===== src/source/matrix_calc_pkg.sv =====
package matrix_calc_pkg;

	// ----------------------------------------------------------------------
	// widths and sizes
	// ----------------------------------------------------------------------
	localparam int ELEM_W    = 31;
	localparam int IDX_W     = 4;
	localparam int ADDR_W    = 8;   // {row, col}
	localparam int RAM_DEPTH = 256;

	typedef logic [ELEM_W-1:0] elem_t;
	typedef logic [ADDR_W-1:0] addr_t;
	typedef logic [IDX_W-1:0]  idx_t;

	// ----------------------------------------------------------------------
	// opcodes and controller states
	// ----------------------------------------------------------------------
	typedef enum logic [2:0] {
		act_setup     = 3'd0,
		act_add       = 3'd1,
		act_mul       = 3'd2,   // reserved, not implemented
		act_transpose = 3'd3,
		act_mirror    = 3'd4,
		act_rotate    = 3'd5
	} action_e;

	typedef enum logic [2:0] {
		st_idle,
		st_load,
		st_drain,
		st_permute,
		st_copy,
		st_play,
		st_done
	} state_e;

	// ----------------------------------------------------------------------
	// bundles between the blocks
	// ----------------------------------------------------------------------
	typedef struct packed {
		action_e action;
		idx_t    dim_m1;    // matrix dimension minus one
	} cmd_t;

	typedef struct packed {
		logic  valid;
		idx_t  row;
		idx_t  col;
		elem_t data;
	} beat_t;

	typedef struct packed {
		logic  en;
		logic  we;
		addr_t addr;
		elem_t wdata;
	} ram_req_t;

endpackage


===== src/source/mc_output_stage.sv =====
`timescale 1ns/10ps

module mc_output_stage (
	input  logic                   clk,
	input  logic                   rst_n,
	input  matrix_calc_pkg::elem_t cur_rdata,
	input  matrix_calc_pkg::elem_t work_rdata,
	input  logic                   rd_sel,
	input  logic                   play_rd,
	input  logic                   done,
	output logic                   out_valid,
	output matrix_calc_pkg::elem_t out_data
);

	logic play_q;   // rdata this cycle is a playback word
	logic sel_q;

	always_ff @(posedge clk or negedge rst_n) begin
		if (!rst_n) begin
			play_q    <= 1'b0;
			sel_q     <= 1'b0;
			out_valid <= 1'b0;
			out_data  <= '0;
		end else begin
			play_q    <= play_rd;
			sel_q     <= rd_sel;
			out_valid <= play_q || done;    // done gives a lone zero word
			out_data  <= play_q ? (sel_q ? work_rdata : cur_rdata) : '0;
		end
	end

	a_done_alone : assert property (@(posedge clk) disable iff (!rst_n)
		!(done && play_q))
		else $error("done pulse during playback");

endmodule


===== config.mk =====
export PLATFORM = sky130hd
export DESIGN_NAME = mc_output_stage
export DESIGN_NICKNAME = d
export VERILOG_FILES = /design/src/source/matrix_calc_pkg.sv /design/src/source/mc_output_stage.sv
export SDC_FILE = /design/constraint.sdc
export NUM_CORES = 1
export LEC_CHECK = 0
export BUFFER_PORTS_ARGS = -buffer_cell sky130_fd_sc_hd__buf_2
export CORE_MARGIN = 3
export CORE_UTILIZATION = 35
export CTS_BUF_LIST = sky130_fd_sc_hd__clkbuf_16
export DETAILED_ROUTE_END_ITERATION = 16
export GPL_ROUTABILITY_DRIVEN = 0
export PLACE_DENSITY = 0.73
export SYNTH_ARGS = -nofsm -noshare
export SYNTH_HDL_FRONTEND = slang
export SYNTH_SLANG_ARGS = --single-unit

===== constraint.sdc =====
create_clock -name clk -period 1.03 [get_ports clk]
set_input_delay 0.103 -clock clk [delete_from_list [all_inputs] [get_ports clk]]
set_output_delay 0.103 -clock clk [all_outputs]
set_load 0.01 [all_outputs]

==> flow_summary.ini <==
[clock_tree]
cts_root_buf = clkbuf_16
worstSkewPairLatency_ns = 0.27
numClockSinks = 34
cts_tree = yes
cts_buffers = 5
htree_levels = 2
cts_max_path_buffers = 2
clk_pin_slew_ns = 0.05

[run]
drv_cap = 0

[sta]
maxSlewHeadroom_pct = 89.0
setup_viol = 0
hold_viol = 0
hold_ws_ns = 0.0243
rsz0062_at_grt = yes
max_freq_mhz = 984
worstMarginPinSlew_ns = 0.161
fin_crit_sh_pct = 98.7
drv_slew = 0
skew_ns = 0.00206
fin_tns_setup_ns = 0
period_needed_ns = 1.02

[yosys]
ys_types = 7
ys_ff_latch = 34
syn_inst = 104
synth_area_sq_um = 1440
avgSynthCellArea_sq_um = 13.9
yosysSeqAreaShare_pct = 58.9
ys_warn_count = 0
synthesis.nets = 171

[critical_path]
critPathArrivalTime_ns = 1.17
slowest_delay_ns = 0.44
critical_path_class = reg -> reg
cpMaxStageDelayCell = dfrtp_2
path_cells = buf_4 -> mux2i_1 -> nor2b_1
cp-end-kind = flop
reg2reg_depth = 3
rr_endpoint = out_data[8]$_DFF_PN0_
reg2reg_from = sel_q$_DFF_PN0_
rrSetupSlack_ns = 0.01
critPathRequiredTime_ns = 1.19
crit_family = flip-flops
path_buf_inv = 1
cp-start-kind = flop
cp_max_fo = 6

[hold_path]
min_from = done
hold_path.class = in -> reg
min_to = out_valid$_DFF_PN0_
hold_depth = 2

[route]
initialDrtViolationCount = 15
vias = 1144
drt-wirelength-per-cell_microns = 12.8
vias_per_cell = 4.37
antenna_left = 0
firstDrtPassIters = 2
drc = 0
wl_mm = 3.37

[cells_and_area]
num_antenna_cells = 0
drive_gt1_share_pct = 54.7
syn2layout_area_growth_pct = 51.6
fill_cells = 319
layout.nets = 280

[floorplanning]
rows = 22
core_area_sq_um = 3830
io_pins = 99
die_h_microns = 70.2
die_x_microns = 70.2
start_util_pct = 37.7
die_area_sq_um = 4930

[grt]
antenna_found_initial = 0
grt_max_degree = 35
gr-total-overflow = 0
grt.total_usage_pct = 14.4
grt_pass1_wl_mm = 5.57
grt_pass1_vias = 1244

[placed_design]
io_buffers = 98
dpl.hpwl_mm = 2.69

[power_and_ir_drop]
vdd_drop_max_v = 0.000993
leakage_nw = 1.23
p_per_area_nw_per_um2 = 1510

[status]
status = finished clean
==> worst max path at each step <==
stage	startpoint	end	slack (ns)	depth (start not counted)
detailed placement	sel_q$_DFF_PN0_	out_data[10]$_DFF_PN0_	0.02	3
global placement	sel_q$_DFF_PN0_	out_data[2]$_DFF_PN0_	0.03	3
global route	sel_q$_DFF_PN0_	out_data[19]$_DFF_PN0_	-0.05	3
finish	sel_q$_DFF_PN0_	out_data[8]$_DFF_PN0_	0.01	3
floorplan	sel_q$_DFF_PN0_	out_data[0]$_DFF_PN0_	0.11	4
CTS	sel_q$_DFF_PN0_	out_data[8]$_DFF_PN0_	0.01	3
==> where the power goes <==
part | total [mW] | switching [mW] | internal, mW
Clock | 1.35 | 0.482 | 0.871
Sequential | 1.45 | 0.0261 | 1.42
Combinational | 0.503 | 0.224 | 0.278
==> logic make-up after synthesis <==
| kind of cell | Yosys count | synth area share [%] |
|---|---|---|
| multiplexers | 31 | 21.5 |
| buffers and inverters | 7 | 5.72 |
| AND/OR/NAND/NOR | 32 | 13.9 |
| flip-flops | 34 | 58.9 |
==> Yosys cell counts, drive strengths merged <==
master   n  area share, %
dfrtp   34             59
mux2i   31             21
nor2b   31             13
buf      4            4.9
clkbuf   3           0.78
or2      1           0.43
==> flip-flops by register name, summed over array words and instances (netlist names) <==
signal and cells:
out_valid 1, play_q 1, sel_q 1, out_data 31
==> placed cells by master (no fill, tap or decap) <==
cell type,synthesis,layout
buf_12,3,3
mux2i_2,0,3
dfrtp_2,0,1
clkinv_2,0,1
clkbuf_16,0,5
buf_4,0,5
mux2i_1,31,28
inv_1,0,1
or2_2,1,1
dfrtp_1,34,33
buf_2,0,98
dlygate4sd3_1,0,3
nor2b_1,31,31
clkinv_1,0,1
==> routing by layer <==
metal,part of all wire (%),track usage (%)
met4,0.68,5.11
met3,12,7.91
met5,0,0
met1,37,14.9
met2,51,24.4
==> layout make-up <==
cell class / instances / area [sq um] / share of cell area, %
clock buffer: 5 / 125 / 5.71
clock inverter: 3 / 12.5 / 0.571
multi-input combinational: 63 / 522 / 23.8
sequential: 34 / 852 / 38.9
tap: 48 / 60.1 / 2.74
timing repair buffer: 109 / 618 / 28.2
==> through the flow <==
| stage | power (mW) | cell area (sq um) | setup slack (ns) | cells | utilization [%] |
|---|---|---|---|---|---|
| after global placement | 1.96 | 2010 | 0.0321 | 251 | 52.6 |
| after detailed placement | 1.97 | 2010 | 0.0211 | 251 | 52.6 |
| after global routing | 3.46 | 2190 | -0.0499 | 262 | 57.2 |
| after floorplan | 1.70 | 1440 | 0.108 | 104 | - |
| after CTS | 3.34 | 2180 | 0.0118 | 262 | 56.9 |
| final | 3.30 | 2190 | 0.0139 | 262 | 57.2 |
==> worst register-to-register path, cell delays in order, from the launching register on <==
cell and delay (ns):
dfrtp_2 0.44, buf_4 0.20, mux2i_1 0.20, nor2b_1 0.06
==> timing repair <==
item | CTS | global route
hold buffers | 3 | 0
gates resized for setup | 0 | 3
endpoints found under the hold margin | 36 | 0
setup buffers | 0 | 0
setup endpoints to repair | 0 | 18
No activity file was read; power rests on OpenSTA's default activity.
