==> src/source/matrix_calc_pkg.sv <==
package matrix_calc_pkg;

	// ----------------------------------------------------------------------
	// widths and sizes
	// ----------------------------------------------------------------------
	localparam int ELEM_W    = 31;
	localparam int IDX_W     = 4;
	localparam int ADDR_W    = 8;   // {row, col}
	localparam int RAM_DEPTH = 256;

	typedef logic [ELEM_W-1:0] elem_t;
	typedef logic [ADDR_W-1:0] addr_t;
	typedef logic [IDX_W-1:0]  idx_t;

	// ----------------------------------------------------------------------
	// opcodes and controller states
	// ----------------------------------------------------------------------
	typedef enum logic [2:0] {
		act_setup     = 3'd0,
		act_add       = 3'd1,
		act_mul       = 3'd2,   // reserved, not implemented
		act_transpose = 3'd3,
		act_mirror    = 3'd4,
		act_rotate    = 3'd5
	} action_e;

	typedef enum logic [2:0] {
		st_idle,
		st_load,
		st_drain,
		st_permute,
		st_copy,
		st_play,
		st_done
	} state_e;

	// ----------------------------------------------------------------------
	// bundles between the blocks
	// ----------------------------------------------------------------------
	typedef struct packed {
		action_e action;
		idx_t    dim_m1;    // matrix dimension minus one
	} cmd_t;

	typedef struct packed {
		logic  valid;
		idx_t  row;
		idx_t  col;
		elem_t data;
	} beat_t;

	typedef struct packed {
		logic  en;
		logic  we;
		addr_t addr;
		elem_t wdata;
	} ram_req_t;

endpackage

==> src/source/mc_add_pipe.sv <==
`timescale 1ns/10ps

module mc_add_pipe (
	input  logic                      clk,
	input  logic                      rst_n,
	input  matrix_calc_pkg::beat_t    beat,
	input  matrix_calc_pkg::elem_t    cur_rdata,
	output matrix_calc_pkg::ram_req_t add_req
);

	logic                           valid_q;
	matrix_calc_pkg::addr_t         addr_q;
	matrix_calc_pkg::elem_t         data_q;
	logic [matrix_calc_pkg::ELEM_W:0] sum;     // one extra bit for the carry
	matrix_calc_pkg::elem_t         folded;

	// beat held one cycle to meet the cur_ram read
	always_ff @(posedge clk or negedge rst_n) begin
		if (!rst_n)
			valid_q <= 1'b0;
		else
			valid_q <= beat.valid;
	end

	always_ff @(posedge clk) begin
		addr_q <= {beat.row, beat.col};
		data_q <= beat.data;
	end

	// ----------------------------------------------------------------------
	// end-around carry
	// ----------------------------------------------------------------------
	assign sum    = {1'b0, data_q} + {1'b0, cur_rdata};
	assign folded = sum[matrix_calc_pkg::ELEM_W-1:0] +
	                matrix_calc_pkg::elem_t'(sum[matrix_calc_pkg::ELEM_W]);

	assign add_req = '{en: valid_q, we: 1'b1, addr: addr_q, wdata: folded};

endmodule

==> config.mk <==
export PLATFORM = sky130hd
export DESIGN_NAME = mc_add_pipe
export DESIGN_NICKNAME = d
export VERILOG_FILES = /design/src/source/matrix_calc_pkg.sv /design/src/source/mc_add_pipe.sv
export SDC_FILE = /design/constraint.sdc
export NUM_CORES = 1
export LEC_CHECK = 0
export ABC_AREA = 1
export BUFFER_PORTS_ARGS = -buffer_cell sky130_fd_sc_hd__buf_2
export CAP_MARGIN = 20
export CELL_PAD_IN_SITES_DETAIL_PLACEMENT = 1
export CELL_PAD_IN_SITES_GLOBAL_PLACEMENT = 1
export CORE_MARGIN = 1.5
export CORE_UTILIZATION = 25
export CTS_BUF_LIST = sky130_fd_sc_hd__clkbuf_8
export DETAILED_ROUTE_END_ITERATION = 8
export PLACE_DENSITY = 0.69
export SYNTH_ARGS = -nofsm -noshare
export SYNTH_HDL_FRONTEND = slang
export SYNTH_SLANG_ARGS = --single-unit
export TNS_END_PERCENT = 1
==> constraint.sdc <==
create_clock -name clk -period 4.2 [get_ports clk]
set_input_delay 0.63 -clock clk [delete_from_list [all_inputs] [get_ports clk]]
set_output_delay 0.63 -clock clk [all_outputs]
set_load 0.01 [all_outputs]
==> metrics.txt <==
I/O Buffers 112; Unique masters post-synth 38; DP Worst Slack -0.3146 ns; gr usage total 0.1738; Die Y 137.1 µm; Yosys reg bits 40; synthesized area 4493 µm²; Vias 5224; setup violators final 0; area occupied by registers 805.8 µm²; Row Count 48; minimum clock period 4.181 ns; die area 18790 µm²; clock sink count 40; fraction of layout cells with a size suffix above 1 0.3566; first-pass GRT wire length 25.71 mm; non-filler cells in the finished layout 1198; Fin. Hold Viols 0; area delta synth->final 45.64%; Min-Delay Path Class in -> async; Area after DPL 5741 µm²; crit path launch type primary input; Clock Path Buffers 2; # DRC 0; multi-input logic area 3601 µm²; Critical Path End Type output pin; Synth Area in Simple Gates 0.5330; largest family of logic cells by synthesized area simple AND/OR/NAND/NOR gates; Crit Path Class in -> out; syn avg cell area 5.775 µm²; status finished clean; CP startpoint cur_rdata[6]; synth top area cells nand2_1 24%, dfxtp_1 17%, inv_1 12%, ha_1 9.2%, nor2_1 5.7%; num ports 114; RSZ-0062 raised after global routing yes; Synth Area in Adders 0.09635; Ant. Diodes 0; CP max stage delay 0.27 ns; critical path arrival 3.55 ns; DR pass1 iterations 4; max cap viols 0; final wirelength 15.89 mm; Final Instance Area 6544 µm²; Post-synth ARST share 0.02500; Post-Synthesis Net Count 885; Vias/cell 4.361; Synth top area share 0.2439; Lkg Pwr 3.565 nW; Worst Path Required 3.57 ns; Power Density 251.9 nW/µm²; register area share after synthesis 0.1793; die width 137.1 µm; hpwl dp 13.57 mm; crit path max fanout 5; XOR/XNOR Fraction of Synth Area 0.04066; Critical-path top delay cell ha_4; final setup margin 0.01928 ns; GPL Wtd Cong 0.8573; TritonCTS clock tree built; initial cell density of the core 0.2580; Remaining Overflow, GRT 0; initial antenna violation count 0; mux cell area share after synthesis 0; WL/cell 13.27 µm; cts hold-fix bufs 0; Reg clk slew, reported paths 0.09 ns; Synth Warn # 0; Final Max Slew Viols 0; most used cell, CP nand2_2; TritonCTS Buffers 5; total power 1.648 mW; Synth area leader nand2_1; Synth Area in Compound Gates 0.02116; DRT antenna net count 0; fill cell count 2347; Post-synth EDFFs 0; largest net degree at the start of global routing 15; Max VDD drop 0.0001254 V; Core ar. 17420 µm²; vias in the first global route 5430; post-layout net count 1079; H-tree depth 2; post-layout util 0.3757; Mapped Cells 778; main flop type after synthesis dfxtp_1; Iteration-0 DRC Markers 143; Clock Tree Root clkbuf_8; period utilization 0.9954; dpl cells 1169; FMAX 239.2 MHz
-- synthesized netlist by cell type, drive strengths merged, types with 5 or more instances --
cell / count
dfxtp: 39
inv: 148
nand2: 327
nand3b: 5
nand4: 19
nor2: 88
xor2: 16
nand3: 58
a21oi: 14
ha: 33
and2: 6
nor3: 7
-- cells by family (layout without fill, tap and decap cells) --
logic type / count (synthesis) / count (layout)
AOI/OAI and AO/OA: 18 / 18
xor gates and xnor gates: 20 / 20
adders and majority gates: 34 / 34
buffers and inverters: 152 / 347
DFF: 40 / 40
other: 1 / 1
and+or+nand+nor: 513 / 513
-- state kept, by name, summed over array words and instances, names as in the netlist --
register,flops
valid_q,1
addr_q,8
data_q,31
-- final timing paths --
kind	end	slack, ns	depth (start not counted)
max	add_req[20]	0.02	26
max in group asynchronous	valid_q	4.04	1
min in group clk	data_q[1]	0.41	1
min	valid_q	0.07	1
-- layout make-up --
| class | instances | share of cell area |
|---|---|---|
| inverter | 150 | 0.08642 |
| tap | 225 | 0.04302 |
| multi-input combinational | 586 | 0.5503 |
| clock buffer | 5 | 0.01052 |
| timing repair buffer | 189 | 0.1795 |
| clock inverter | 3 | 0.007075 |
| sequential | 40 | 0.1231 |
-- report_power, final --
group          internal, mW  switching [mW]
clock network         0.179           0.163
logic                 0.355           0.540
registers             0.400          0.0113
total                 0.934           0.714
-- worst max-delay path: cells and delay by family --
kind / cells / cell delay (ns)
and+or+nand+nor: 15 / 1.44
adders and majority gates: 3 / 0.64
buffers and inverters: 5 / 0.45
AOI/OAI and AO/OA: 2 / 0.25
xor gates and xnor gates: 1 / 0.14
-- cells in the final DEF, fill, tap and decap left out, drive strengths merged --
master,instances
nand2,327
buf,189
inv,149
nor2,88
nand3,58
dfxtp,39
ha,33
nand4,19
xor2,16
a21oi,14
nor3,7
and2,6
clkbuf,5
nand3b,5
xnor2,4
clkinv,2
nor3b,2
o21ai,2
o21a,1
o21bai,1
or2,1
fa,1
conb,1
bufinv,1
clkinvlp,1
dfrtp,1
-- layer usage --
layer | vias up | global-route usage | wire (µm)
met4 | 0 | 0.04035 | 208
met5 | - | 0 | 0
met2 | 87 | 0.3163 | 7764
met1 | 2379 | 0.2206 | 7420
met3 | 13 | 0.01481 | 500
li1 | 2745 | - | -
-- stage by stage --
stage	TNS, ns	hold WS [ns]
2_1_floorplan	0	0.3344
3_3_place_gp	-1.224	0.4045
3_5_place_dp	-2.812	0.4097
4_1_cts	-0.07859	0.05032
5_1_grt	-1.804	0.05886
6_report	0	0.07481
-- what timing repair did --
item / in CTS / in global routing
pin swaps: 29 / 36
setup buffers: 11 / 10
setup endpoints to repair: 18 / 21
resized for setup: 58 / 34
Note: power is estimated with default switching activity, not from simulation.
