$ cat src/source/matrix_calc_pkg.sv
package matrix_calc_pkg;

	// ----------------------------------------------------------------------
	// widths and sizes
	// ----------------------------------------------------------------------
	localparam int ELEM_W    = 31;
	localparam int IDX_W     = 4;
	localparam int ADDR_W    = 8;   // {row, col}
	localparam int RAM_DEPTH = 256;

	typedef logic [ELEM_W-1:0] elem_t;
	typedef logic [ADDR_W-1:0] addr_t;
	typedef logic [IDX_W-1:0]  idx_t;

	// ----------------------------------------------------------------------
	// opcodes and controller states
	// ----------------------------------------------------------------------
	typedef enum logic [2:0] {
		act_setup     = 3'd0,
		act_add       = 3'd1,
		act_mul       = 3'd2,   // reserved, not implemented
		act_transpose = 3'd3,
		act_mirror    = 3'd4,
		act_rotate    = 3'd5
	} action_e;

	typedef enum logic [2:0] {
		st_idle,
		st_load,
		st_drain,
		st_permute,
		st_copy,
		st_play,
		st_done
	} state_e;

	// ----------------------------------------------------------------------
	// bundles between the blocks
	// ----------------------------------------------------------------------
	typedef struct packed {
		action_e action;
		idx_t    dim_m1;    // matrix dimension minus one
	} cmd_t;

	typedef struct packed {
		logic  valid;
		idx_t  row;
		idx_t  col;
		elem_t data;
	} beat_t;

	typedef struct packed {
		logic  en;
		logic  we;
		addr_t addr;
		elem_t wdata;
	} ram_req_t;

endpackage

$ cat src/source/mc_controller.sv
`timescale 1ns/10ps

module mc_controller (
	input  logic                      clk,
	input  logic                      rst_n,
	input  matrix_calc_pkg::cmd_t     cmd,
	input  matrix_calc_pkg::beat_t    beat,
	input  logic                      cmd_end,
	input  matrix_calc_pkg::ram_req_t add_req,
	input  matrix_calc_pkg::elem_t    cur_rdata,
	input  matrix_calc_pkg::elem_t    work_rdata,
	output matrix_calc_pkg::ram_req_t cur_req,
	output matrix_calc_pkg::ram_req_t work_req,
	output logic                      rd_sel,
	output logic                      play_rd,
	output logic                      done
);

	matrix_calc_pkg::state_e state, state_nxt, dispatch;
	matrix_calc_pkg::idx_t   scan_row, scan_col;
	matrix_calc_pkg::addr_t  scan_addr, perm_addr;
	logic                    is_add, scan_en, scan_last;
	logic                    scan_rd_cur, scan_rd_work;
	logic                    pend_valid, pend_to_cur;  // copy write one cycle behind its read
	matrix_calc_pkg::addr_t  pend_addr;

	assign is_add    = (cmd.action == matrix_calc_pkg::act_add);
	assign scan_en   = (state == matrix_calc_pkg::st_permute) ||
	                   (state == matrix_calc_pkg::st_copy) ||
	                   (state == matrix_calc_pkg::st_play);
	assign scan_last = (scan_row == cmd.dim_m1) && (scan_col == cmd.dim_m1);
	assign scan_addr = {scan_row, scan_col};

	assign scan_rd_cur  = (state == matrix_calc_pkg::st_permute) ||
	                      (state == matrix_calc_pkg::st_play && !is_add);
	assign scan_rd_work = (state == matrix_calc_pkg::st_copy) ||
	                      (state == matrix_calc_pkg::st_play && is_add);

	assign play_rd = (state == matrix_calc_pkg::st_play);
	assign rd_sel  = is_add;    // add plays back from work_ram
	assign done    = (state == matrix_calc_pkg::st_done);

	// ----------------------------------------------------------------------
	// target of a permuted word, source at (scan_row, scan_col)
	// ----------------------------------------------------------------------
	always_comb begin
		case (cmd.action)
			matrix_calc_pkg::act_transpose: perm_addr = {scan_col, scan_row};
			matrix_calc_pkg::act_mirror:    perm_addr = {scan_row, cmd.dim_m1 - scan_col};
			default:                        perm_addr = {scan_col, cmd.dim_m1 - scan_row};
		endcase
	end

	// where a command goes once its input burst ends
	always_comb begin
		case (cmd.action)
			matrix_calc_pkg::act_setup:     dispatch = matrix_calc_pkg::st_play;
			matrix_calc_pkg::act_add:       dispatch = matrix_calc_pkg::st_drain;
			matrix_calc_pkg::act_transpose,
			matrix_calc_pkg::act_mirror,
			matrix_calc_pkg::act_rotate:    dispatch = matrix_calc_pkg::st_permute;
			default:                        dispatch = matrix_calc_pkg::st_idle;
		endcase
	end

	// ----------------------------------------------------------------------
	// FSM
	// ----------------------------------------------------------------------
	always_comb begin
		state_nxt = state;
		case (state)
			matrix_calc_pkg::st_idle: begin
				if (cmd_end)
					state_nxt = dispatch;   // single-beat command
				else if (beat.valid)
					state_nxt = matrix_calc_pkg::st_load;
			end
			matrix_calc_pkg::st_load:
				if (cmd_end) state_nxt = dispatch;
			matrix_calc_pkg::st_drain:  // lets the last write land before the scan
				state_nxt = is_add ? matrix_calc_pkg::st_play : matrix_calc_pkg::st_copy;
			matrix_calc_pkg::st_permute:
				if (scan_last) state_nxt = matrix_calc_pkg::st_drain;
			matrix_calc_pkg::st_copy:
				if (scan_last) state_nxt = matrix_calc_pkg::st_done;
			matrix_calc_pkg::st_play:
				if (scan_last) state_nxt = matrix_calc_pkg::st_idle;
			default:
				state_nxt = matrix_calc_pkg::st_idle;
		endcase
	end

	always_ff @(posedge clk or negedge rst_n) begin
		if (!rst_n) begin
			state       <= matrix_calc_pkg::st_idle;
			scan_row    <= '0;
			scan_col    <= '0;
			pend_valid  <= 1'b0;
			pend_to_cur <= 1'b0;
		end else begin
			state <= state_nxt;
			if (!scan_en || scan_last) begin
				scan_row <= '0;
				scan_col <= '0;
			end else if (scan_col == cmd.dim_m1) begin
				scan_col <= '0;
				scan_row <= scan_row + 4'd1;
			end else begin
				scan_col <= scan_col + 4'd1;
			end
			// setup playback is read-only, every other scan copies
			pend_valid  <= scan_en && !(play_rd && !is_add);
			pend_to_cur <= (state != matrix_calc_pkg::st_permute);
		end
	end

	always_ff @(posedge clk) begin
		pend_addr <= (state == matrix_calc_pkg::st_permute) ? perm_addr : scan_addr;
	end

	// ----------------------------------------------------------------------
	// RAM request muxing
	// ----------------------------------------------------------------------
	always_comb begin
		cur_req  = '0;
		work_req = '0;
		// input beats: setup writes cur, add reads the current element
		if (beat.valid && (state == matrix_calc_pkg::st_idle ||
		                   state == matrix_calc_pkg::st_load) &&
		    (cmd.action == matrix_calc_pkg::act_setup || is_add)) begin
			cur_req.en    = 1'b1;
			cur_req.we    = (cmd.action == matrix_calc_pkg::act_setup);
			cur_req.addr  = {beat.row, beat.col};
			cur_req.wdata = beat.data;
		end
		if (is_add && (state == matrix_calc_pkg::st_load ||
		               state == matrix_calc_pkg::st_drain))
			work_req = add_req;     // folded sums
		if (scan_rd_cur)
			cur_req = '{en: 1'b1, we: 1'b0, addr: scan_addr, wdata: '0};
		if (scan_rd_work)
			work_req = '{en: 1'b1, we: 1'b0, addr: scan_addr, wdata: '0};
		if (pend_valid) begin
			if (pend_to_cur)
				cur_req = '{en: 1'b1, we: 1'b1, addr: pend_addr, wdata: work_rdata};
			else
				work_req = '{en: 1'b1, we: 1'b1, addr: pend_addr, wdata: cur_rdata};
		end
	end

	// no back-pressure, so a new burst must wait for the previous command
	a_cmd_overlap : assert property (@(posedge clk) disable iff (!rst_n)
		beat.valid |-> (state inside {matrix_calc_pkg::st_idle, matrix_calc_pkg::st_load})
		               && !pend_valid)
		else $error("new command before the previous one finished");

	a_port_clash : assert property (@(posedge clk) disable iff (!rst_n)
		pend_valid |-> !(pend_to_cur ? scan_rd_cur : scan_rd_work))
		else $error("copy write collides with a scan read");

endmodule

$ cat config.mk
export PLATFORM = sky130hd
export DESIGN_NAME = mc_controller
export DESIGN_NICKNAME = d
export VERILOG_FILES = /design/src/source/matrix_calc_pkg.sv /design/src/source/mc_controller.sv
export SDC_FILE = /design/constraint.sdc
export NUM_CORES = 1
export LEC_CHECK = 0
export BUFFER_PORTS_ARGS = -buffer_cell sky130_fd_sc_hd__buf_2
export CAP_MARGIN = 20
export CORE_ASPECT_RATIO = 1.4
export CORE_MARGIN = 2
export CORE_UTILIZATION = 25
export CTS_CLUSTER_SIZE = 28
export DETAILED_ROUTE_END_ITERATION = 10
export SLEW_MARGIN = 20
export SYNTH_ARGS = -nofsm -noshare
export SYNTH_HDL_FRONTEND = slang
export SYNTH_SLANG_ARGS = --single-unit
export TNS_END_PERCENT = 100
$ cat constraint.sdc
create_clock -name clk -period 3.85 [get_ports clk]
set_input_delay 0.385 -clock clk [delete_from_list [all_inputs] [get_ports clk]]
set_output_delay 0.385 -clock clk [all_outputs]
set_load 0.05 [all_outputs]
==> flow_summary_export.csv, run 1 <==
group,metric,value,unit
status,status,"finished clean",
timing,fin_worst_skew,0.00344,ns
logic_synthesis,synth-async-reset-ratio,61.9,%
timing,relSlewSlack,33.6,%
critical_path,startpoint_type,"flip-flop",
detailed_routing,post_drt_wl_per_cell,15.6,µm
detailed_routing,ant_nets,0,
critical_path,cp.required,3.46,ns
global_route,grt_pass1_wl,17700,µm
timing,tightest_slew,0.993,ns
clock_tree,cts_tree,"built",
clock_tree,postCtsSetupRepairBufs,0,
place,routabilityCongestion,0.971,
detailed_routing,routed_wl,12400,µm
clock_tree,clk_pin_slew_worst_paths,0.06,ns
logic_synthesis,synthCells,436,
hold_path,hold_path.class,"in -> async",
cells_and_area,drive_above_1_share,42.0,%
detailed_routing,drc,0,
floorplanning,die_h,129,µm
cells_and_area,nNetsFinal,811,
global_route,overflow,0,
place,place_area,4010,µm²
timing,setup_violations,0,
power,leakagePower,2.35,nW
timing,maxSlewViolCount,0,
logic_synthesis,synthesis.nets,599,
logic_synthesis,netlist_area,2780,µm²
cells_and_area,area_delta_synth_final,47.7,%
critical_path,end_kind,"primary output",
floorplanning,num_rows,45,
logic_synthesis,synth.distinct_cells,59,
detailed_routing,drtIter0Drc,248,
critical_path,cp_max_fo,31,
timing,max_freq,338,MHz
cells_and_area,fillers,1179,
timing,grt_setup_unrepaired,"false",
logic_synthesis,ys_seq_area_share,17.5,%
clock_tree,hold_buffers,0,
cells_and_area,design_area,4100,µm²
logic_synthesis,synthFlopType,"dfrtp_1",
global_route,antenna_found_initial,5,
global_route,grt_pass1_vias,3485,
place,dp_hpwl,10300,µm
timing,hold_viol_final,0,
power,irDropWorstVdd,0.483,mV
floorplanning,die_w,93.0,µm
timing,fin_crit,2.96,ns
logic_synthesis,synth_seq_cells,21,
critical_path,arrival,2.57,ns
timing,timing.final.crit_share,76.8,%
floorplanning,dieArea,12000,µm²
floorplanning,core,10800,µm²
power,power_density,595,nW/µm²
clock_tree,htree_num_levels,1,
cells_and_area,layout_commonest_cell,"buf_2",
timing,hold_ws,0.0265,ns
logic_synthesis,yosys_warnings,0,
clock_tree,numCtsBuffers,3,
logic_synthesis,synth_area_per_cell,6.37,µm²
detailed_routing,vias_per_cell,4.87,
detailed_routing,vias,3855,
global_route,grt_max_degree,42,
clock_tree,cts_resized,0,
timing,setup_tns,0,ns
logic_synthesis,synth-edff-count,0,
cells_and_area,mostFrequentLayoutCells,"237 x buf_2, 142 x nand2_1, 43 x nor2_1",
floorplanning,start_util,25.7,%
clock_tree,clk_latency,0.25,ns
detailed_routing,drt-pass1-iter-count,5,
place,io_buffers,237,
clock_tree,clockBufferDepth,2,
global_route,grt_usage,18.8,%
floorplanning,io_pins,238,
critical_path,worstSetupPathType,"reg -> out",
clock_tree,cts_num_sinks,21,
job,maxCapViolCount,0,
clock_tree,cts_root_buf,"clkbuf_16",
==> final timing paths <==
| check | start | end | slack [ns] | cells after the start |
|---|---|---|---|---|
| min in group clk | cmd_end | state[2]$_DFFE_PN0P_ | 0.52 | 3 |
| max reg2reg | scan_col[2]$_DFF_PN0_ | state[0]$_DFFE_PN0P_ | 1.68 | 7 |
| min | rst_n | state[2]$_DFFE_PN0P_ | 0.03 | 1 |
| max | state[1]$_DFFE_PN0P_ | work_req[19] | 0.89 | 4 |
| max in group asynchronous | rst_n | scan_row[3]$_DFFE_PN0P_ | 3.58 | 1 |
| min reg2reg | scan_col[1]$_DFF_PN0_ | pend_addr[5]$_DFF_P_ | 0.64 | 2 |
==> critical path, cell delays in order (launching register included) <==
cell and delay, ns:
dfrtp_1 0.61, xor2_1 0.21, nand3_1 0.71, o21ai_0 0.45
buf_2 0.32
==> kinds of logic (layout without fill, tap and decap cells) <==
logic type	after synthesis	in the layout	share of synthesized area (%)
buffers and inverters	47	258	7.98
muxes	4	4	1.71
xor gates and xnor gates	10	10	3.43
AOI/OAI and AO/OA	86	86	23.0
and+or+nand+nor	258	258	41.3
adders and majority gates	10	10	5.05
other	0	4	0
DFF	21	21	17.5
==> metrics by stage <==
step	power [mW]	instances	utilization, %	worst slack (ns)
final	2.44	792	37.9	0.892
after global routing	2.59	788	37.8	0.704
after CTS	2.45	788	37.8	0.971
after detailed placement	2.23	784	37.1	0.997
after global placement	2.21	784	37.1	1.21
after floorplan	1.78	436	-	0.786
==> flip-flops by register name, summed over array words and instances (netlist names) <==
signal	count
scan_col	4
pend_valid	1
pend_addr	8
scan_row	4
pend_to_cur	1
state	3
==> routing by layer <==
layer,GRT usage (%),share of wire (%),vias up
li1,-,-,1909
met3,4.16,11,16
met1,24.4,40,1712
met5,0,0,-
met4,4.50,1.6,0
met2,31.5,48,218
==> power by group <==
part           internal (mW)  leakage [nW]  switching [mW]  total (mW)
Sequential             0.268         0.234           0.103       0.371
Combinational          0.494          2.08            1.36        1.85
Clock                  0.139        0.0409          0.0765       0.216
Total                  0.901          2.35            1.54        2.44
==> synthesized netlist by cell type, drive strengths merged (3+ instances only) <==
master  instances  area (µm²)
nand2         142         533
nor2           44         168
o21ai          40         200
nand3          38         190
buf            18         113
clkbuf         17        63.8
a221oi         16         190
dfrtp          13         325
inv            12        45.0
a21oi           9        56.3
dfxtp           8         160
ha              8         100
nor2b           7        43.8
xnor2           6        52.6
nor3            5        30.0
and2            4        25.0
nand2b          4        25.0
o21a            4        30.0
xor2            4        42.6
a22oi           3        22.5
mux2            3        37.5
nand3b          3        22.5
o22ai           3        38.8
==> area by class of cell <==
cell class                 count  area, µm²  area share [%]
clock inverter                 1       5.00           0.122
timing repair buffer         242       1220            29.9
inverter                      12       45.0            1.10
multi-input combinational    368       2080            50.7
clock buffer                   3       75.1            1.83
sequential                    21        485            11.8
antenna                        4       10.0           0.244
tap                          141        176            4.31
No activity file was read; power rests on OpenSTA's default activity.
==> inputs of run 2 (changes only) <==
- ABC_AREA: default -> 1
- clock period: 3.85 -> 2.54 ns (I/O delays scaled with it)
==> run 2 against run 1 <==
Net effect: final area is 1.6% higher; final cell count rose by 12%; flip-flop and latch count did not move; highest routed layer unchanged.
==> flow_summary_export.csv, run 2 <==
group,metric,value,unit
global_route,grt_pass1_vias,3613,
logic_synthesis,ys_seq_area_share,18.0,%
global_route,grt_usage,18.5,%
power,power_density,764,nW/µm²
timing,hold_viol_final,0,
logic_synthesis,synth_area_per_cell,5.20,µm²
clock_tree,clk_pin_slew_worst_paths,0.06,ns
place,routabilityCongestion,0.808,
cells_and_area,design_area,4160,µm²
power,switching_share,61.9,%
critical_path,arrival,2.04,ns
detailed_routing,ant_nets,0,
logic_synthesis,synth_seq_cells,21,
floorplanning,dieArea,11600,µm²
cells_and_area,largest_reg_flops,8,
power,leakagePower,2.75,nW
timing,relSlewSlack,69.6,%
logic_synthesis,synth.distinct_cells,28,
timing,timing.final.crit_share,90.1,%
clock_tree,htree_num_levels,1,
cells_and_area,drive_above_1_share,35.6,%
critical_path,cp_max_fo,31,
floorplanning,die_w,91.7,µm
hold_path,min_from,"cmd_end",
detailed_routing,vias,3920,
critical_path,startpoint_type,"flip-flop",
logic_synthesis,yosys-top-cells-area,"nand2_1 38%, nand3_1 15%, dfrtp_1 12%, inv_1 7.8%, dfxtp_1 6.0%",
hold_path,hold_path.class,"in -> reg",
power,p_int,1.21,mW
timing,fin_worst_skew,0.00259,ns
cells_and_area,antenna_cells,0,
timing,tightest_slew,0.456,ns
logic_synthesis,netlist_area,2690,µm²
logic_synthesis,ys_top_cells_by_count,"270 x nand2_1, 79 x nand3_1, 56 x inv_1, 18 x nor2_1, 14 x clkbuf_1",
place,place_area,4040,µm²
critical_path,cp.required,2.29,ns
logic_synthesis,synth-edff-count,0,
detailed_routing,vias_per_cell,4.41,
floorplanning,core,10400,µm²
global_route,grt_pass1_wl,17800,µm
clock_tree,cts_root_buf,"clkbuf_16",
power,seqPwrFrac,15.2,%
floorplanning,start_util,25.9,%
timing,setup_tns,0,ns
status,status,"finished clean",
detailed_routing,routed_wl,11500,µm
logic_synthesis,synthesis.nets,681,
logic_synthesis,yosys_warnings,0,
detailed_routing,drc,0,
timing,fin_crit,2.29,ns
power,irDropWorstVdd,0.337,mV
job,maxCapViolCount,0,
power,comb_power_share,74.4,%
logic_synthesis,yosys.area.top_type,"nand2_1",
place,io_buffers,237,
logic_synthesis,yosysTopAreaCellShare,37.7,%
cells_and_area,nNetsFinal,915,
detailed_routing,post_drt_wl_per_cell,13.0,µm
logic_synthesis,yosysMostFrequentCell,"nand2_1",
critical_path,end_kind,"primary output",
global_route,overflow,0,
timing,setup_violations,0,
clock_tree,cts_tree,"built",
cells_and_area,top_register,"pend_addr",
clock_tree,cts_num_sinks,21,
clock_tree,clockBufferDepth,2,
detailed_routing,drt-pass1-iter-count,4,
detailed_routing,drtIter0Drc,155,
floorplanning,num_rows,44,
clock_tree,numCtsBuffers,3,
logic_synthesis,synthFlopType,"dfrtp_1",
critical_path,r2r-start,"scan_col[2]$_DFF_PN0_",
cells_and_area,reg_top3,"pend_addr x8, scan_col x4, scan_row x4",
clock_tree,clk_latency,0.25,ns
global_route,antenna_found_initial,0,
place,dp_hpwl,9380,µm
power,p_sw,1.97,mW
timing,maxSlewViolCount,0,
cells_and_area,layout_commonest_cell,"nand2_1",
global_route,grt_max_degree,41,
critical_path,critical_path.startpoint,"state[2]$_DFFE_PN0P_",
power,pwr-share-clk,10.4,%
floorplanning,die_h,127,µm
floorplanning,io_pins,238,
critical_path,worstSetupPathType,"reg -> out",
cells_and_area,mostFrequentLayoutCells,"270 x nand2_1, 237 x buf_2, 79 x nand3_1",
cells_and_area,area_delta_synth_final,54.7,%
timing,grt_setup_unrepaired,"false",
timing,max_freq,437,MHz
logic_synthesis,synthCells,518,
logic_synthesis,synth-async-reset-ratio,61.9,%
run 2: metal layers:
| metal | routed length, µm | vias to the layer above | track usage (%) |
|---|---|---|---|
| met4 | 172 | 0 | 4.39 |
| met3 | 679 | 15 | 2.26 |
| met2 | 5850 | 133 | 34.9 |
| li1 | - | 2072 | - |
| met5 | 0 | - | 0 |
| met1 | 4820 | 1700 | 22.0 |
run 2: kinds of logic after synthesis:
family,share of synthesized area [%]
AOI/OAI and AO/OA,4.14
xor gates and xnor gates,1.63
adders and majority gates,5.21
buffers and inverters,11.7
and+or+nand+nor,59.3
DFF,18.0
run 2: power groups by stage:
stage          combinational [mW]  clock (mW)  sequential, mW
6_report                     2.37       0.329           0.484
5_1_grt                      2.56       0.351           0.495
4_1_cts                      2.37       0.336           0.482
3_5_place_dp                 2.36           0           0.489
3_3_place_gp                 2.35           0           0.486
2_1_floorplan                1.72           0           0.465
run 2: cell type report:
type / count / area [µm²]
inverter: 57 / 214
sequential: 21 / 485
tap: 138 / 173
fill: 1222 / 6240
clock buffer: 4 / 78.8
multi-input combinational: 418 / 1900
timing repair buffer: 251 / 1310
run 2: path summary, 6_finish.rpt:
check / cells after the start / end / slack (ns)
max: 9 / cur_req[28] / 0.25
min: 5 / state[1]$_DFFE_PN0P_ / 0.42
max reg2reg: 9 / state[2]$_DFFE_PN0P_ / 0.57
min reg2reg: 2 / scan_row[2]$_DFFE_PN0P_ / 0.57
max in group asynchronous: 2 / scan_col[3]$_DFF_PN0_ / 1.86
min in group asynchronous: 2 / state[2]$_DFFE_PN0P_ / 0.44
run 2: what timing repair did:
item | in CTS | in global routing
hold buffers | 1 | 0
resized for setup | 0 | 1
endpoints found under the setup margin | 0 | 32
hold endpoints to repair | 13 | 0
buffers inserted | 0 | 2
run 2: stage by stage:
stage | setup WS [ns] | hold WS, ns | util (%) | instances | power, mW
after global placement | 0.427 | 0.159 | 38.9 | 882 | 2.84
after global routing | 0.0386 | 0.451 | 40.0 | 889 | 3.41
after floorplan | 0.339 | -0.0416 | - | 518 | 2.19
after CTS | 0.0737 | 0.420 | 39.7 | 887 | 3.19
after detailed placement | 0.356 | 0.163 | 38.9 | 882 | 2.85
final | 0.250 | 0.424 | 40.0 | 889 | 3.18
run 2: critical path, cell delays in order (launching register included):
cell and delay, ns:
dfrtp_1 0.43, inv_1 0.15, nand3_2 0.15, o21ai_1 0.14, nand2_1 0.12, nor2_2 0.12, buf_6 0.24, nand2_1 0.08
nand2_1 0.07, buf_2 0.26
