## src/source/matrix_calc_pkg.sv

```systemverilog
package matrix_calc_pkg;

	// ----------------------------------------------------------------------
	// widths and sizes
	// ----------------------------------------------------------------------
	localparam int ELEM_W    = 31;
	localparam int IDX_W     = 4;
	localparam int ADDR_W    = 8;   // {row, col}
	localparam int RAM_DEPTH = 256;

	typedef logic [ELEM_W-1:0] elem_t;
	typedef logic [ADDR_W-1:0] addr_t;
	typedef logic [IDX_W-1:0]  idx_t;

	// ----------------------------------------------------------------------
	// opcodes and controller states
	// ----------------------------------------------------------------------
	typedef enum logic [2:0] {
		act_setup     = 3'd0,
		act_add       = 3'd1,
		act_mul       = 3'd2,   // reserved, not implemented
		act_transpose = 3'd3,
		act_mirror    = 3'd4,
		act_rotate    = 3'd5
	} action_e;

	typedef enum logic [2:0] {
		st_idle,
		st_load,
		st_drain,
		st_permute,
		st_copy,
		st_play,
		st_done
	} state_e;

	// ----------------------------------------------------------------------
	// bundles between the blocks
	// ----------------------------------------------------------------------
	typedef struct packed {
		action_e action;
		idx_t    dim_m1;    // matrix dimension minus one
	} cmd_t;

	typedef struct packed {
		logic  valid;
		idx_t  row;
		idx_t  col;
		elem_t data;
	} beat_t;

	typedef struct packed {
		logic  en;
		logic  we;
		addr_t addr;
		elem_t wdata;
	} ram_req_t;

endpackage

```

## src/source/mc_input_stage.sv

```systemverilog
`timescale 1ns/10ps

module mc_input_stage (
	input  logic                   clk,
	input  logic                   rst_n,
	input  logic                   in_valid,
	input  matrix_calc_pkg::elem_t in_data,
	input  logic [1:0]             size,
	input  logic [2:0]             action,
	output matrix_calc_pkg::cmd_t  cmd,
	output matrix_calc_pkg::beat_t beat,
	output logic                   cmd_end
);

	logic                   in_valid_q;
	logic                   first;
	matrix_calc_pkg::idx_t  row_q, col_q;       // index of the registered beat
	matrix_calc_pkg::idx_t  row_nxt, col_nxt;   // index the next beat gets
	matrix_calc_pkg::idx_t  dim_dec;
	matrix_calc_pkg::elem_t data_q;

	assign first   = in_valid && !in_valid_q;
	assign cmd_end = in_valid_q && !in_valid;   // first idle cycle after a burst
	assign beat    = '{valid: in_valid_q, row: row_q, col: col_q, data: data_q};

	always_comb begin
		case (size)
			2'd0:    dim_dec = 4'd1;
			2'd1:    dim_dec = 4'd3;
			2'd2:    dim_dec = 4'd7;
			default: dim_dec = 4'd15;
		endcase
	end

	// command latch, size only taken on setup
	always_ff @(posedge clk or negedge rst_n) begin
		if (!rst_n) begin
			cmd <= '{action: matrix_calc_pkg::act_setup, dim_m1: 4'd1};
		end else if (first) begin
			cmd.action <= matrix_calc_pkg::action_e'(action);
			if (matrix_calc_pkg::action_e'(action) == matrix_calc_pkg::act_setup)
				cmd.dim_m1 <= dim_dec;
		end
	end

	// row-major beat index
	always_ff @(posedge clk or negedge rst_n) begin
		if (!rst_n) begin
			in_valid_q <= 1'b0;
			row_q      <= '0;
			col_q      <= '0;
			row_nxt    <= '0;
			col_nxt    <= '0;
		end else begin
			in_valid_q <= in_valid;
			if (first) begin
				row_q   <= '0;
				col_q   <= '0;
				row_nxt <= '0;
				col_nxt <= 4'd1;    // smallest matrix is 2x2
			end else if (in_valid) begin
				row_q <= row_nxt;
				col_q <= col_nxt;
				if (col_nxt == cmd.dim_m1) begin
					col_nxt <= '0;
					row_nxt <= (row_nxt == cmd.dim_m1) ? '0 : row_nxt + 4'd1;
				end else begin
					col_nxt <= col_nxt + 4'd1;
				end
			end
		end
	end

	always_ff @(posedge clk) begin
		data_q <= in_data;
	end

	a_no_mul : assert property (@(posedge clk) disable iff (!rst_n)
		first |-> matrix_calc_pkg::action_e'(action) != matrix_calc_pkg::act_mul)
		else $error("multiply command is not supported");

endmodule

```

## config.mk

```make
export PLATFORM = sky130hd
export DESIGN_NAME = mc_input_stage
export DESIGN_NICKNAME = d
export VERILOG_FILES = /design/src/source/matrix_calc_pkg.sv /design/src/source/mc_input_stage.sv
export SDC_FILE = /design/constraint.sdc
export NUM_CORES = 1
export LEC_CHECK = 0
export ABC_AREA = 1
export BUFFER_PORTS_ARGS = -buffer_cell sky130_fd_sc_hd__buf_2
export CORE_MARGIN = 1
export CORE_UTILIZATION = 48
export DETAILED_ROUTE_END_ITERATION = 8
export PLACE_DENSITY_LB_ADDON = 0.25
export SYNTH_ARGS = -nofsm -noshare
export SYNTH_HDL_FRONTEND = slang
export SYNTH_SLANG_ARGS = --single-unit
```

## constraint.sdc

```tcl
create_clock -name clk -period 2 [get_ports clk]
set_clock_uncertainty 0.05 [all_clocks]
set_input_delay 0.3 -clock clk [delete_from_list [all_inputs] [get_ports clk]]
set_output_delay 0.3 -clock clk [all_outputs]
set_load 0.1 [all_outputs]
```

==> results of run 1 <==
-- cell type report --
| type | count | area share [%] |
|---|---|---|
| clock buffer | 7 | 2.13 |
| clock inverter | 1 | 0.339 |
| inverter | 13 | 1.89 |
| multi-input combinational | 89 | 18.3 |
| sequential | 54 | 46.3 |
| tap | 46 | 2.23 |
| timing repair buffer | 117 | 28.8 |
-- where the power goes --
part	switching, uW	leakage (uW)	internal, uW
Clock	313	0.0000359	178
Sequential	114	0.000557	1210
Combinational	884	0.000746	243
Total	1310	0.00134	1630
-- worst max-delay path, stage by stage (launching register included) --
cell and delay, ns:
dfrtp_1 0.41, inv_1 0.10, nor2_2 0.09, buf_2 0.43
-- sequential cells by signal (all words and copies together) (netlist names) --
| name | flops |
|---|---|
| cmd | 6 |
| col_nxt | 4 |
| col_q | 4 |
| data_q | 31 |
| in_valid_q | 1 |
| row_nxt | 4 |
| row_q | 4 |
-- cell usage in the layout, fill, tap and decap left out, types with 2 or more instances in the layout --
| master | netlist | routed |
|---|---|---|
| buf_2 | 1 | 85 |
| nand2_1 | 39 | 39 |
| nand2_4 | 3 | 3 |
| dlygate4sd3_1 | 0 | 32 |
| mux2_2 | 3 | 3 |
| ha_1 | 2 | 2 |
| dfrtp_1 | 23 | 23 |
| nand4_1 | 2 | 2 |
| clkbuf_4 | 0 | 5 |
| xor2_1 | 3 | 3 |
| a21oi_1 | 3 | 3 |
| dfxtp_1 | 31 | 31 |
| inv_1 | 12 | 12 |
| o21ai_0 | 11 | 11 |
| nand3_1 | 9 | 9 |
| nor2_1 | 8 | 7 |
| nor2_2 | 1 | 2 |
-- path summary, 6_finish.rpt --
kind | end | slack (ns) | depth (start not counted)
max in group asynchronous | col_nxt[2]$_DFFE_PN0P_ | 1.20 | 2
worst min register to register | col_q[0]$_DFFE_PN0P_ | 0.44 | 2
worst max register to register | row_nxt[2]$_DFFE_PN0P_ | 0.69 | 9
min in group asynchronous | row_nxt[1]$_DFFE_PN0P_ | 0.37 | 2
worst max-delay path | cmd_end | 0.27 | 3
worst min-delay path | cmd[1]$_DFFE_PN0P_ | 0.12 | 3
-- cells in the mapped netlist (2+ instances only) --
master	number	share of area [%]
a21oi_1	3	0.86
buf_4	3	1.3
dfrtp_1	23	33
dfxtp_1	31	36
ha_1	2	1.4
inv_1	12	2.6
mux2_2	3	1.9
nand2_1	39	8.4
nand2_4	3	1.9
nand3_1	9	2.6
nand4_1	2	0.72
nor2_1	8	1.7
o21ai_0	11	3.2
xor2_1	3	1.5
-- routing by layer --
metal	wire length (um)	share of wire, %	GRT usage (%)	vias to the layer above
met5	0	0	0	-
li1	-	-	-	747
met1	1630	41	26.7	671
met2	2010	51	38.7	63
met3	272	6.9	7.72	6
met4	51	1.3	6.98	0
-- logic make-up after synthesis --
kind of cell / count (synthesis)
DFF: 54
other: 1
muxes: 3
and+or+nand+nor: 64
AOI/OAI and AO/OA: 16
adders and majority gates: 2
xor gates and xnor gates: 3
buffers and inverters: 17
-- metrics by stage --
stage	setup slack [ns]	instance area [um2]	utilization, %	power, uW	hold slack, ns
global placement	0.576	2200	64.5	2410	0.241
floorplan	0.164	1750	-	2220	-0.0456
CTS	0.245	2590	75.7	2960	0.103
detailed placement	0.561	2200	64.5	2430	0.239
global route	0.179	2590	75.7	3110	0.106
finish	0.275	2590	75.7	2950	0.118
==> metrics.txt, run 1 <==
Final period util around 86%; Mapped Cells 160; # fillers 246; Overall Global Routing Usage around 23%; CP max FO 4; Core ar. 0.00342 mm2; CTS H-Tree Depth 2; Mapped Area 0.00174 mm2; die width a little over 60 um; Critical Path RT 1.65 ns; worst vdd ir 707 uV; Distinct cells, synth 22; critical path launch point in_valid_q$_DFF_PN0_; CTS Buffer Depth 2; # IOs between 80 and 90; Power Density roughly 1100 mW/mm2; residual DRC count 0; complex-gate fraction of the synthesized area under 10%; Final Max Tran Viols 0; Hold-fix buffers, CTS 32; Post-Place Cells 287; synthesis-stage register bit count 54; Final #Nets ~320; Finished Layout Cells 327; layout cells sized above 1 36.7%; largest net degree at the start of global routing 24; Critical R2R Launch cmd[2]$_DFFE_PN0P_; CTS clk-pin slew, worst paths 0.14 ns; CP arrival around 1.4 ns; Avg Cell Area, Syn about 11 um2; PostCTS Resize Cnt 0; Die Y-Extent 62.3 um; simple-gate share of the synthesized area 17.3%; yosys warns 0; number of global-route vias before repair 1486; Leak 0.00134 uW; main combinational cell family by area after synthesis simple AND/OR/NAND/NOR gates; Detailed Route WL 3960 um; clk root buf clkbuf_4; fin crit period 1.73 ns; initial antenna violation count 0; min-delay src size[0]; worst hold path type input port to flop; Hold Vio Cnt, Final 0; area of the multi-input gates 474 um2; Synth Flop Type dfxtp_1; Async S/R FF share, synth 42.6%; Synth Area in Adders 1.43%; total gr overflow 0; Initial Util 51.1%; DR iter-0 viols 39; number of clock sinks 54; count of flip-flops with a built-in enable after synthesis 0; count of buffers from port buffering 85; post-DR vias/cell 4.55; Final setup viols 0; crit end category output pin; Startpoint Class flop; Setup CP Type flop to output pin; final HPWL from detailed placement approximately 2400 um; Fmax achieved 580 MHz; first-pass GRT wire length 6700 um; Synthesized Nets between 200 and 250; Die Area 0.00388 mm2; FP Rows 21; antenna fix cells 0; sequential area share after synthesis between 60 and 70%; Final ANT Viol Nets 0; Placer Congestion 0.808; Via Count 1487; xor and xnor area share after synthesis around 1.5%; status complete, no violations; unrepaired setup endpoints after global routing false; CTS tree built; First-pass DRT Iterations 5; Avg WL per Cell 12.1 um; Fin Setup TNS 0 ns; # Post-CTS Setup Buffers 0; worst-skew pair later-pin latency about 0.36 ns; clock buffer count from CTS 5; Area growth syn-to-layout 48.3%; Max-Cap Viols 0; register area 0.00120 mm2; mux cell area share after synthesis 1.94%
Power figures use the tool's default switching activity.
==> run 2, diff against run 1 <==
--- a/config.mk
+++ b/config.mk
@@ -6,7 +6,7 @@
 export NUM_CORES = 1
 export LEC_CHECK = 0
 export ABC_AREA = 1
-export BUFFER_PORTS_ARGS = -buffer_cell sky130_fd_sc_hd__buf_2
+export BUFFER_PORTS_ARGS = -buffer_cell sky130_fd_sc_hd__buf_4
 export CORE_MARGIN = 1
 export CORE_UTILIZATION = 48
 export DETAILED_ROUTE_END_ITERATION = 8
==> metrics.txt, run 2 (synthesized netlist as in run 1, its figures left out) <==
worst-skew pair later-pin latency 0.37 ns (was 0.36 ns); die width 62.3 um (unchanged); Setup CP Type flop to output pin (unchanged); Die Y-Extent 62.3 um (unchanged); Final period util 81.1% (was 86.3%); clk root buf clkbuf_4 (unchanged); count of buffers from port buffering 85 (unchanged); number of clock sinks 54 (unchanged); Max-Cap Viols 0 (unchanged); gr busiest metal met2 (unchanged); Overall Global Routing Usage 24.5% (was 22.6%); fin crit period 1.62 ns (was 1.73 ns); met3 global-route usage 9.74% (was 7.72%); # Post-CTS Setup Buffers 0 (unchanged); Hold-fix buffers, CTS 32 (unchanged); Critical Path RT 1.65 ns (about the same); worst hold path type input port to flop (unchanged); Fmax achieved 616 MHz (was 580 MHz); critical path launch point in_valid_q$_DFF_PN0_ (unchanged); post-DR vias/cell 4.60 (was 4.55); Final Max Tran Viols 0 (unchanged); unrepaired setup endpoints after global routing false (unchanged); Placer Congestion 0.825 (was 0.808); CP max FO 4 (unchanged); met1 Use GR 29.6% (was 26.7%); Biggest register data_q (unchanged); initial antenna violation count 0 (unchanged); CTS H-Tree Depth 2 (unchanged); Initial Util 51.1% (unchanged); CTS clk-pin slew, worst paths 0.15 ns (was 0.14 ns); Power Density 1120 mW/mm2 (was 1140 mW/mm2); CP arrival 1.27 ns (was 1.38 ns); most frequent cells in the layout buf_4 (85), nand2_1 (39), dlygate4sd3_1 (32) (was buf_2 (85), nand2_1 (39), dlygate4sd3_1 (32)); Top Registers data_q: 31 flops, cmd: 6 flops (unchanged); Net Sw Power 1350 uW (was 1310 uW); DR iter-0 viols 59 (was 39); Seq pwr share 42.4% (was 45.1%); status complete, no violations (unchanged); antenna fix cells 0 (unchanged); PostCTS Resize Cnt 0 (unchanged); Hold Vio Cnt, Final 0 (unchanged); clock buffer count from CTS 5 (unchanged); Fin Setup TNS 0 ns (unchanged); PnR worst setup slack 0.378 ns (was 0.275 ns); worst vdd ir 722 uV (was 707 uV); layout cells sized above 1 37.0% (was 36.7%); number of global-route vias before repair 1505 (was 1486); first-pass GRT wire length 7190 um (was 6700 um); FP Rows 21 (unchanged); Final ANT Viol Nets 0 (unchanged); CTS Buffer Depth 2 (unchanged); Leak 0.00141 uW (was 0.00134 uW); commonest non-fill, non-tap cell in the layout buf_4 (was buf_2); Final setup viols 0 (unchanged); Via Count 1503 (was 1487); residual DRC count 0 (unchanged); Avg WL per Cell 13.1 um (was 12.1 um); Die Area 0.00388 mm2 (unchanged); Final #Nets 321 (unchanged); Comb power frac 38.5% (was 38.2%); Critical R2R Launch in_valid_q$_DFF_PN0_ (was cmd[2]$_DFFE_PN0P_); slowest cell on the critical path dfrtp_1 (was buf_2); min-delay src in_valid (was size[0]); Core ar. 0.00342 mm2 (unchanged); GRT met2 Usage 39.4% (was 38.7%); P_int 1790 uW (was 1630 uW); max incr delay on CP 0.42 ns (was 0.43 ns); Detailed Route WL 4300 um (was 3960 um); crit end category output pin (unchanged); Sw Ratio 42.9% (was 44.5%); Startpoint Class flop (unchanged); Largest register FFs 31 (unchanged); Area growth syn-to-layout 61.5% (was 48.3%); First-pass DRT Iterations 4 (was 5); clock share of power 19.1% (was 16.7%); # IOs 87 (unchanged); post-place setup slack 0.724 ns (was 0.561 ns); total gr overflow 0 (unchanged); cell breakdown of the critical path inv_1 > nor2_2 > buf_4 (was inv_1 > nor2_2 > buf_2); final HPWL from detailed placement 2510 um (was 2390 um); CTS tree built (unchanged); largest net degree at the start of global routing 24 (unchanged)
run 2: cell count changes in the layout (fill, tap and decap cells not counted), sizes merged:
cell	before	now
clkinv	0	1
bufinv	0	1
clkbuf	7	5
run 2: stage by stage:
step | instance area (um2) | std cells | power (uW) | hold slack (ns) | util, %
2_1_floorplan | 1750 | 160 | 2220 | -0.0456 | -
3_3_place_gp | 2410 | 287 | 2490 | 0.156 | 70.7
3_5_place_dp | 2410 | 287 | 2500 | 0.159 | 70.7
4_1_cts | 2820 | 327 | 3140 | 0.0899 | 82.5
5_1_grt | 2820 | 327 | 3300 | 0.0816 | 82.5
6_report | 2820 | 327 | 3140 | 0.100 | 82.5
run 2: power by group through the flow:
| stage | clock network [uW] | registers, uW | logic (uW) |
|---|---|---|---|
| final | 601 | 1330 | 1210 |
| after global routing | 672 | 1350 | 1280 |
| after CTS | 607 | 1330 | 1200 |
| after detailed placement | 0 | 1350 | 1150 |
| after global placement | 0 | 1350 | 1140 |
| after floorplan | 0 | 1930 | 287 |
run 2: layout make-up:
cell class	instances	area, um2
clock buffer	5	37.5
clock inverter	3	43.8
fill	199	599
inverter	13	48.8
multi-input combinational	89	474
sequential	54	1200
tap	46	57.6
timing repair buffer	117	958
run 2: critical path: cells and delay by family (launching register included):
family	cells	cell delay, ns
buffers and inverters	2	0.39
AND/OR/NAND/NOR	1	0.09
flip-flops	1	0.42
run 2: routing by layer:
layer / vias up / wire, um
li1: 743 / -
met3: 11 / 430
met1: 681 / 1680
met2: 68 / 2080
met4: 0 / 106
met5: - / 0
run 2: final timing paths:
path / endpoint / slack, ns / depth (start not counted)
worst max-delay path: cmd_end / 0.38 / 3
worst min-delay path: in_valid_q$_DFF_PN0_ / 0.10 / 1
worst max register to register: cmd[3]$_DFFE_PN0P_ / 0.64 / 5
worst min register to register: row_q[3]$_DFFE_PN0P_ / 0.45 / 2
max in group asynchronous: cmd[4]$_DFFE_PN0P_ / 1.38 / 2
min in group asynchronous: col_q[0]$_DFFE_PN0P_ / 0.28 / 2
==> run 3, diff against run 2 <==
--- a/config.mk
+++ b/config.mk
@@ -8,7 +8,7 @@
 export ABC_AREA = 1
 export BUFFER_PORTS_ARGS = -buffer_cell sky130_fd_sc_hd__buf_4
 export CORE_MARGIN = 1
-export CORE_UTILIZATION = 48
+export CORE_UTILIZATION = 40
 export DETAILED_ROUTE_END_ITERATION = 8
 export PLACE_DENSITY_LB_ADDON = 0.25
 export SYNTH_ARGS = -nofsm -noshare
==> constraint.sdc (replaced) <==
create_clock -name clk -period 1.4 [get_ports clk]
set_clock_uncertainty 0.05 [all_clocks]
set_input_delay 0.21 -clock clk [delete_from_list [all_inputs] [get_ports clk]]
set_output_delay 0.21 -clock clk [all_outputs]
set_load 0.1 [all_outputs]
==> metrics.txt, run 3 (synthesized netlist as in run 1, its figures left out) <==
Die Y-Extent 68.0 um (was 62.3 um); Final Power 4530 uW (was 3140 uW); cell breakdown of the critical path inv_1 > nor2_4 > buf_6 (was inv_1 > nor2_2 > buf_4); Hold Path Depth 3 (was 1); Comb power frac 38.7% (was 38.5%); max incr delay on CP 0.35 ns (was 0.42 ns); Max-Cap Viols 0 (unchanged); Leak 0.00142 uW (was 0.00141 uW); P_int 2620 uW (was 1790 uW); Critical Path RT 1.14 ns (was 1.65 ns); Fin Setup TNS 0 ns (unchanged); total gr overflow 0 (unchanged); Largest register FFs 31 (unchanged); Cell Area, Placed 0.00245 mm2 (was 0.00241 mm2); number of global-route vias before repair 1389 (was 1505); unrepaired setup endpoints after global routing false (unchanged); worst-skew pair later-pin latency 0.30 ns (was 0.37 ns); R2R Path End row_nxt[3]$_DFFE_PN0P_ (was cmd[3]$_DFFE_PN0P_); CP arrival 1.05 ns (was 1.27 ns); DR iter-0 viols 44 (was 59); first-pass GRT wire length 6360 um (was 7190 um); Register-to-Register Path Depth 8 (was 5); Core ar. 0.00409 mm2 (was 0.00342 mm2); CTS clk-pin slew, worst paths 0.09 ns (was 0.15 ns); First-pass DRT Iterations 4 (unchanged); # IOs 87 (unchanged); CTS tree built (unchanged); count of buffers from port buffering 85 (unchanged); Detailed Route WL 4290 um (was 4300 um); layout cells sized above 1 39.2% (was 37.0%); most frequent cells in the layout buf_4 (86), nand2_1 (39), dlygate4sd3_1 (32) (was buf_4 (85), nand2_1 (39), dlygate4sd3_1 (32)); crit end category output pin (unchanged); Final #Nets 323 (was 321); worst hold path type input port to flop (unchanged); Final period util roughly 94%; residual DRC count 0 (unchanged); Final setup viols 0 (unchanged); commonest non-fill, non-tap cell in the layout buf_4 (unchanged); Setup CP Type flop to output pin (unchanged); CP max FO 2 (was 4); Via Count 1465 (was 1503); Power Density 1580 mW/mm2 (was 1120 mW/mm2); die width 68.0 um (was 62.3 um); Die Area 0.00463 mm2 (was 0.00388 mm2); min-delay src size[1] (was in_valid); final HPWL from detailed placement 2790 um (was 2510 um); hold worst-path end cmd[2]$_DFFE_PN0P_ (was in_valid_q$_DFF_PN0_); R2R setup slack 0.12 ns (was 0.64 ns); Final Max Tran Viols 0 (unchanged); Sw Ratio 42.3% (was 42.9%); largest net degree at the start of global routing 24 (unchanged); fin crit period 1.31 ns; final instance area 0.00287 mm2 (was 0.00282 mm2); status complete, no violations (unchanged); number of clock sinks 54 (unchanged); Placer Congestion 0.807 (was 0.825); initial antenna violation count 0 (unchanged); Top Registers data_q: 31 flops, cmd: 6 flops (unchanged); clock share of power 19.0% (was 19.1%); CTS H-Tree Depth 2 (unchanged); Final ANT Viol Nets 0 (unchanged); Avg WL per Cell 12.9 um (was 13.1 um); clock buffer count from CTS 5 (unchanged); post-DR vias/cell 4.40 (was 4.60); Startpoint Class flop (unchanged); Critical R2R Launch cmd[2]$_DFFE_PN0P_ (was in_valid_q$_DFF_PN0_); Initial Util 42.7% (was 51.1%); Net Sw Power 1910 uW (was 1350 uW); # Post-CTS Setup Buffers 0 (unchanged); Hold WS 0.0875 ns (was 0.100 ns); worst vdd ir 891 uV (was 722 uV); Fmax achieved 762 MHz; Seq pwr share 42.3% (was 42.4%); Area growth syn-to-layout 64.6% (was 61.5%); antenna fix cells 0 (unchanged); clk root buf clkbuf_8 (was clkbuf_4); slowest cell on the critical path dfrtp_1 (unchanged); Hold Vio Cnt, Final 0 (unchanged); FP Rows 23 (was 21); Biggest register data_q (unchanged); CTS Buffer Depth 2 (unchanged); Overall Global Routing Usage 19.2% (was 24.5%)
## run 3: what timing repair did
action,CTS,global route
hold buffers,32,0
gates resized for setup,0,2
hold endpoints to repair,54,0
setup endpoints to repair,0,2
## run 3: final cells by class
cell class | instances | area, um2
fillers | 295 | 1220
repair buffers | 119 | 977
clock buffers | 7 | 86.3
clock inverters | 1 | 5.00
inverters | 13 | 48.8
flip-flops and latches | 54 | 1210
multi-input cells | 89 | 482
well taps | 50 | 62.6
## run 3: worst max path at each step
| stage | start | end | slack [ns] |
|---|---|---|---|
| after global routing | in_valid_q$_DFF_PN0_ | cmd[3]$_DFFE_PN0P_ | 0.01 |
| after CTS | in_valid_q$_DFF_PN0_ | cmd_end | 0.02 |
| after detailed placement | cmd[2]$_DFFE_PN0P_ | row_nxt[3]$_DFFE_PN0P_ | 0.14 |
| after global placement | in_valid_q$_DFF_PN0_ | cmd[3]$_DFFE_PN0P_ | 0.15 |
| final | in_valid_q$_DFF_PN0_ | cmd_end | 0.09 |
| after floorplan | cmd[1]$_DFFE_PN0P_ | row_nxt[2]$_DFFE_PN0P_ | 0.008 |
## run 3: power by group through the flow
stage	Clock (uW)	Sequential (uW)	Combinational, uW
2_1_floorplan	0	2780	418
3_3_place_gp	0	1940	1670
3_5_place_dp	0	1940	1670
4_1_cts	895	1910	1750
5_1_grt	951	1940	1850
6_report	863	1920	1750
## run 3: routing by layer
metal / wire length [um] / global-route usage, %
met4: 55 / 7.55
met1: 1790 / 23.2
met3: 273 / 6.83
met5: 0 / 0
met2: 2170 / 31.0
## run 3: worst max-delay path: cells and delay by family, from the launching register on
| family | cells | cell delay (ns) |
|---|---|---|
| and+or+nand+nor | 1 | 0.09 |
| buffers and inverters | 2 | 0.31 |
| DFF | 1 | 0.35 |
## run 3: metrics by stage
stage	std cells	util, %	setup WS (ns)
3_5_place_dp	293	60.0	0.136
4_1_cts	333	70.1	0.0217
6_report	333	70.2	0.0872
2_1_floorplan	160	-	0.00830
3_3_place_gp	293	60.0	0.148
5_1_grt	333	70.2	0.00991
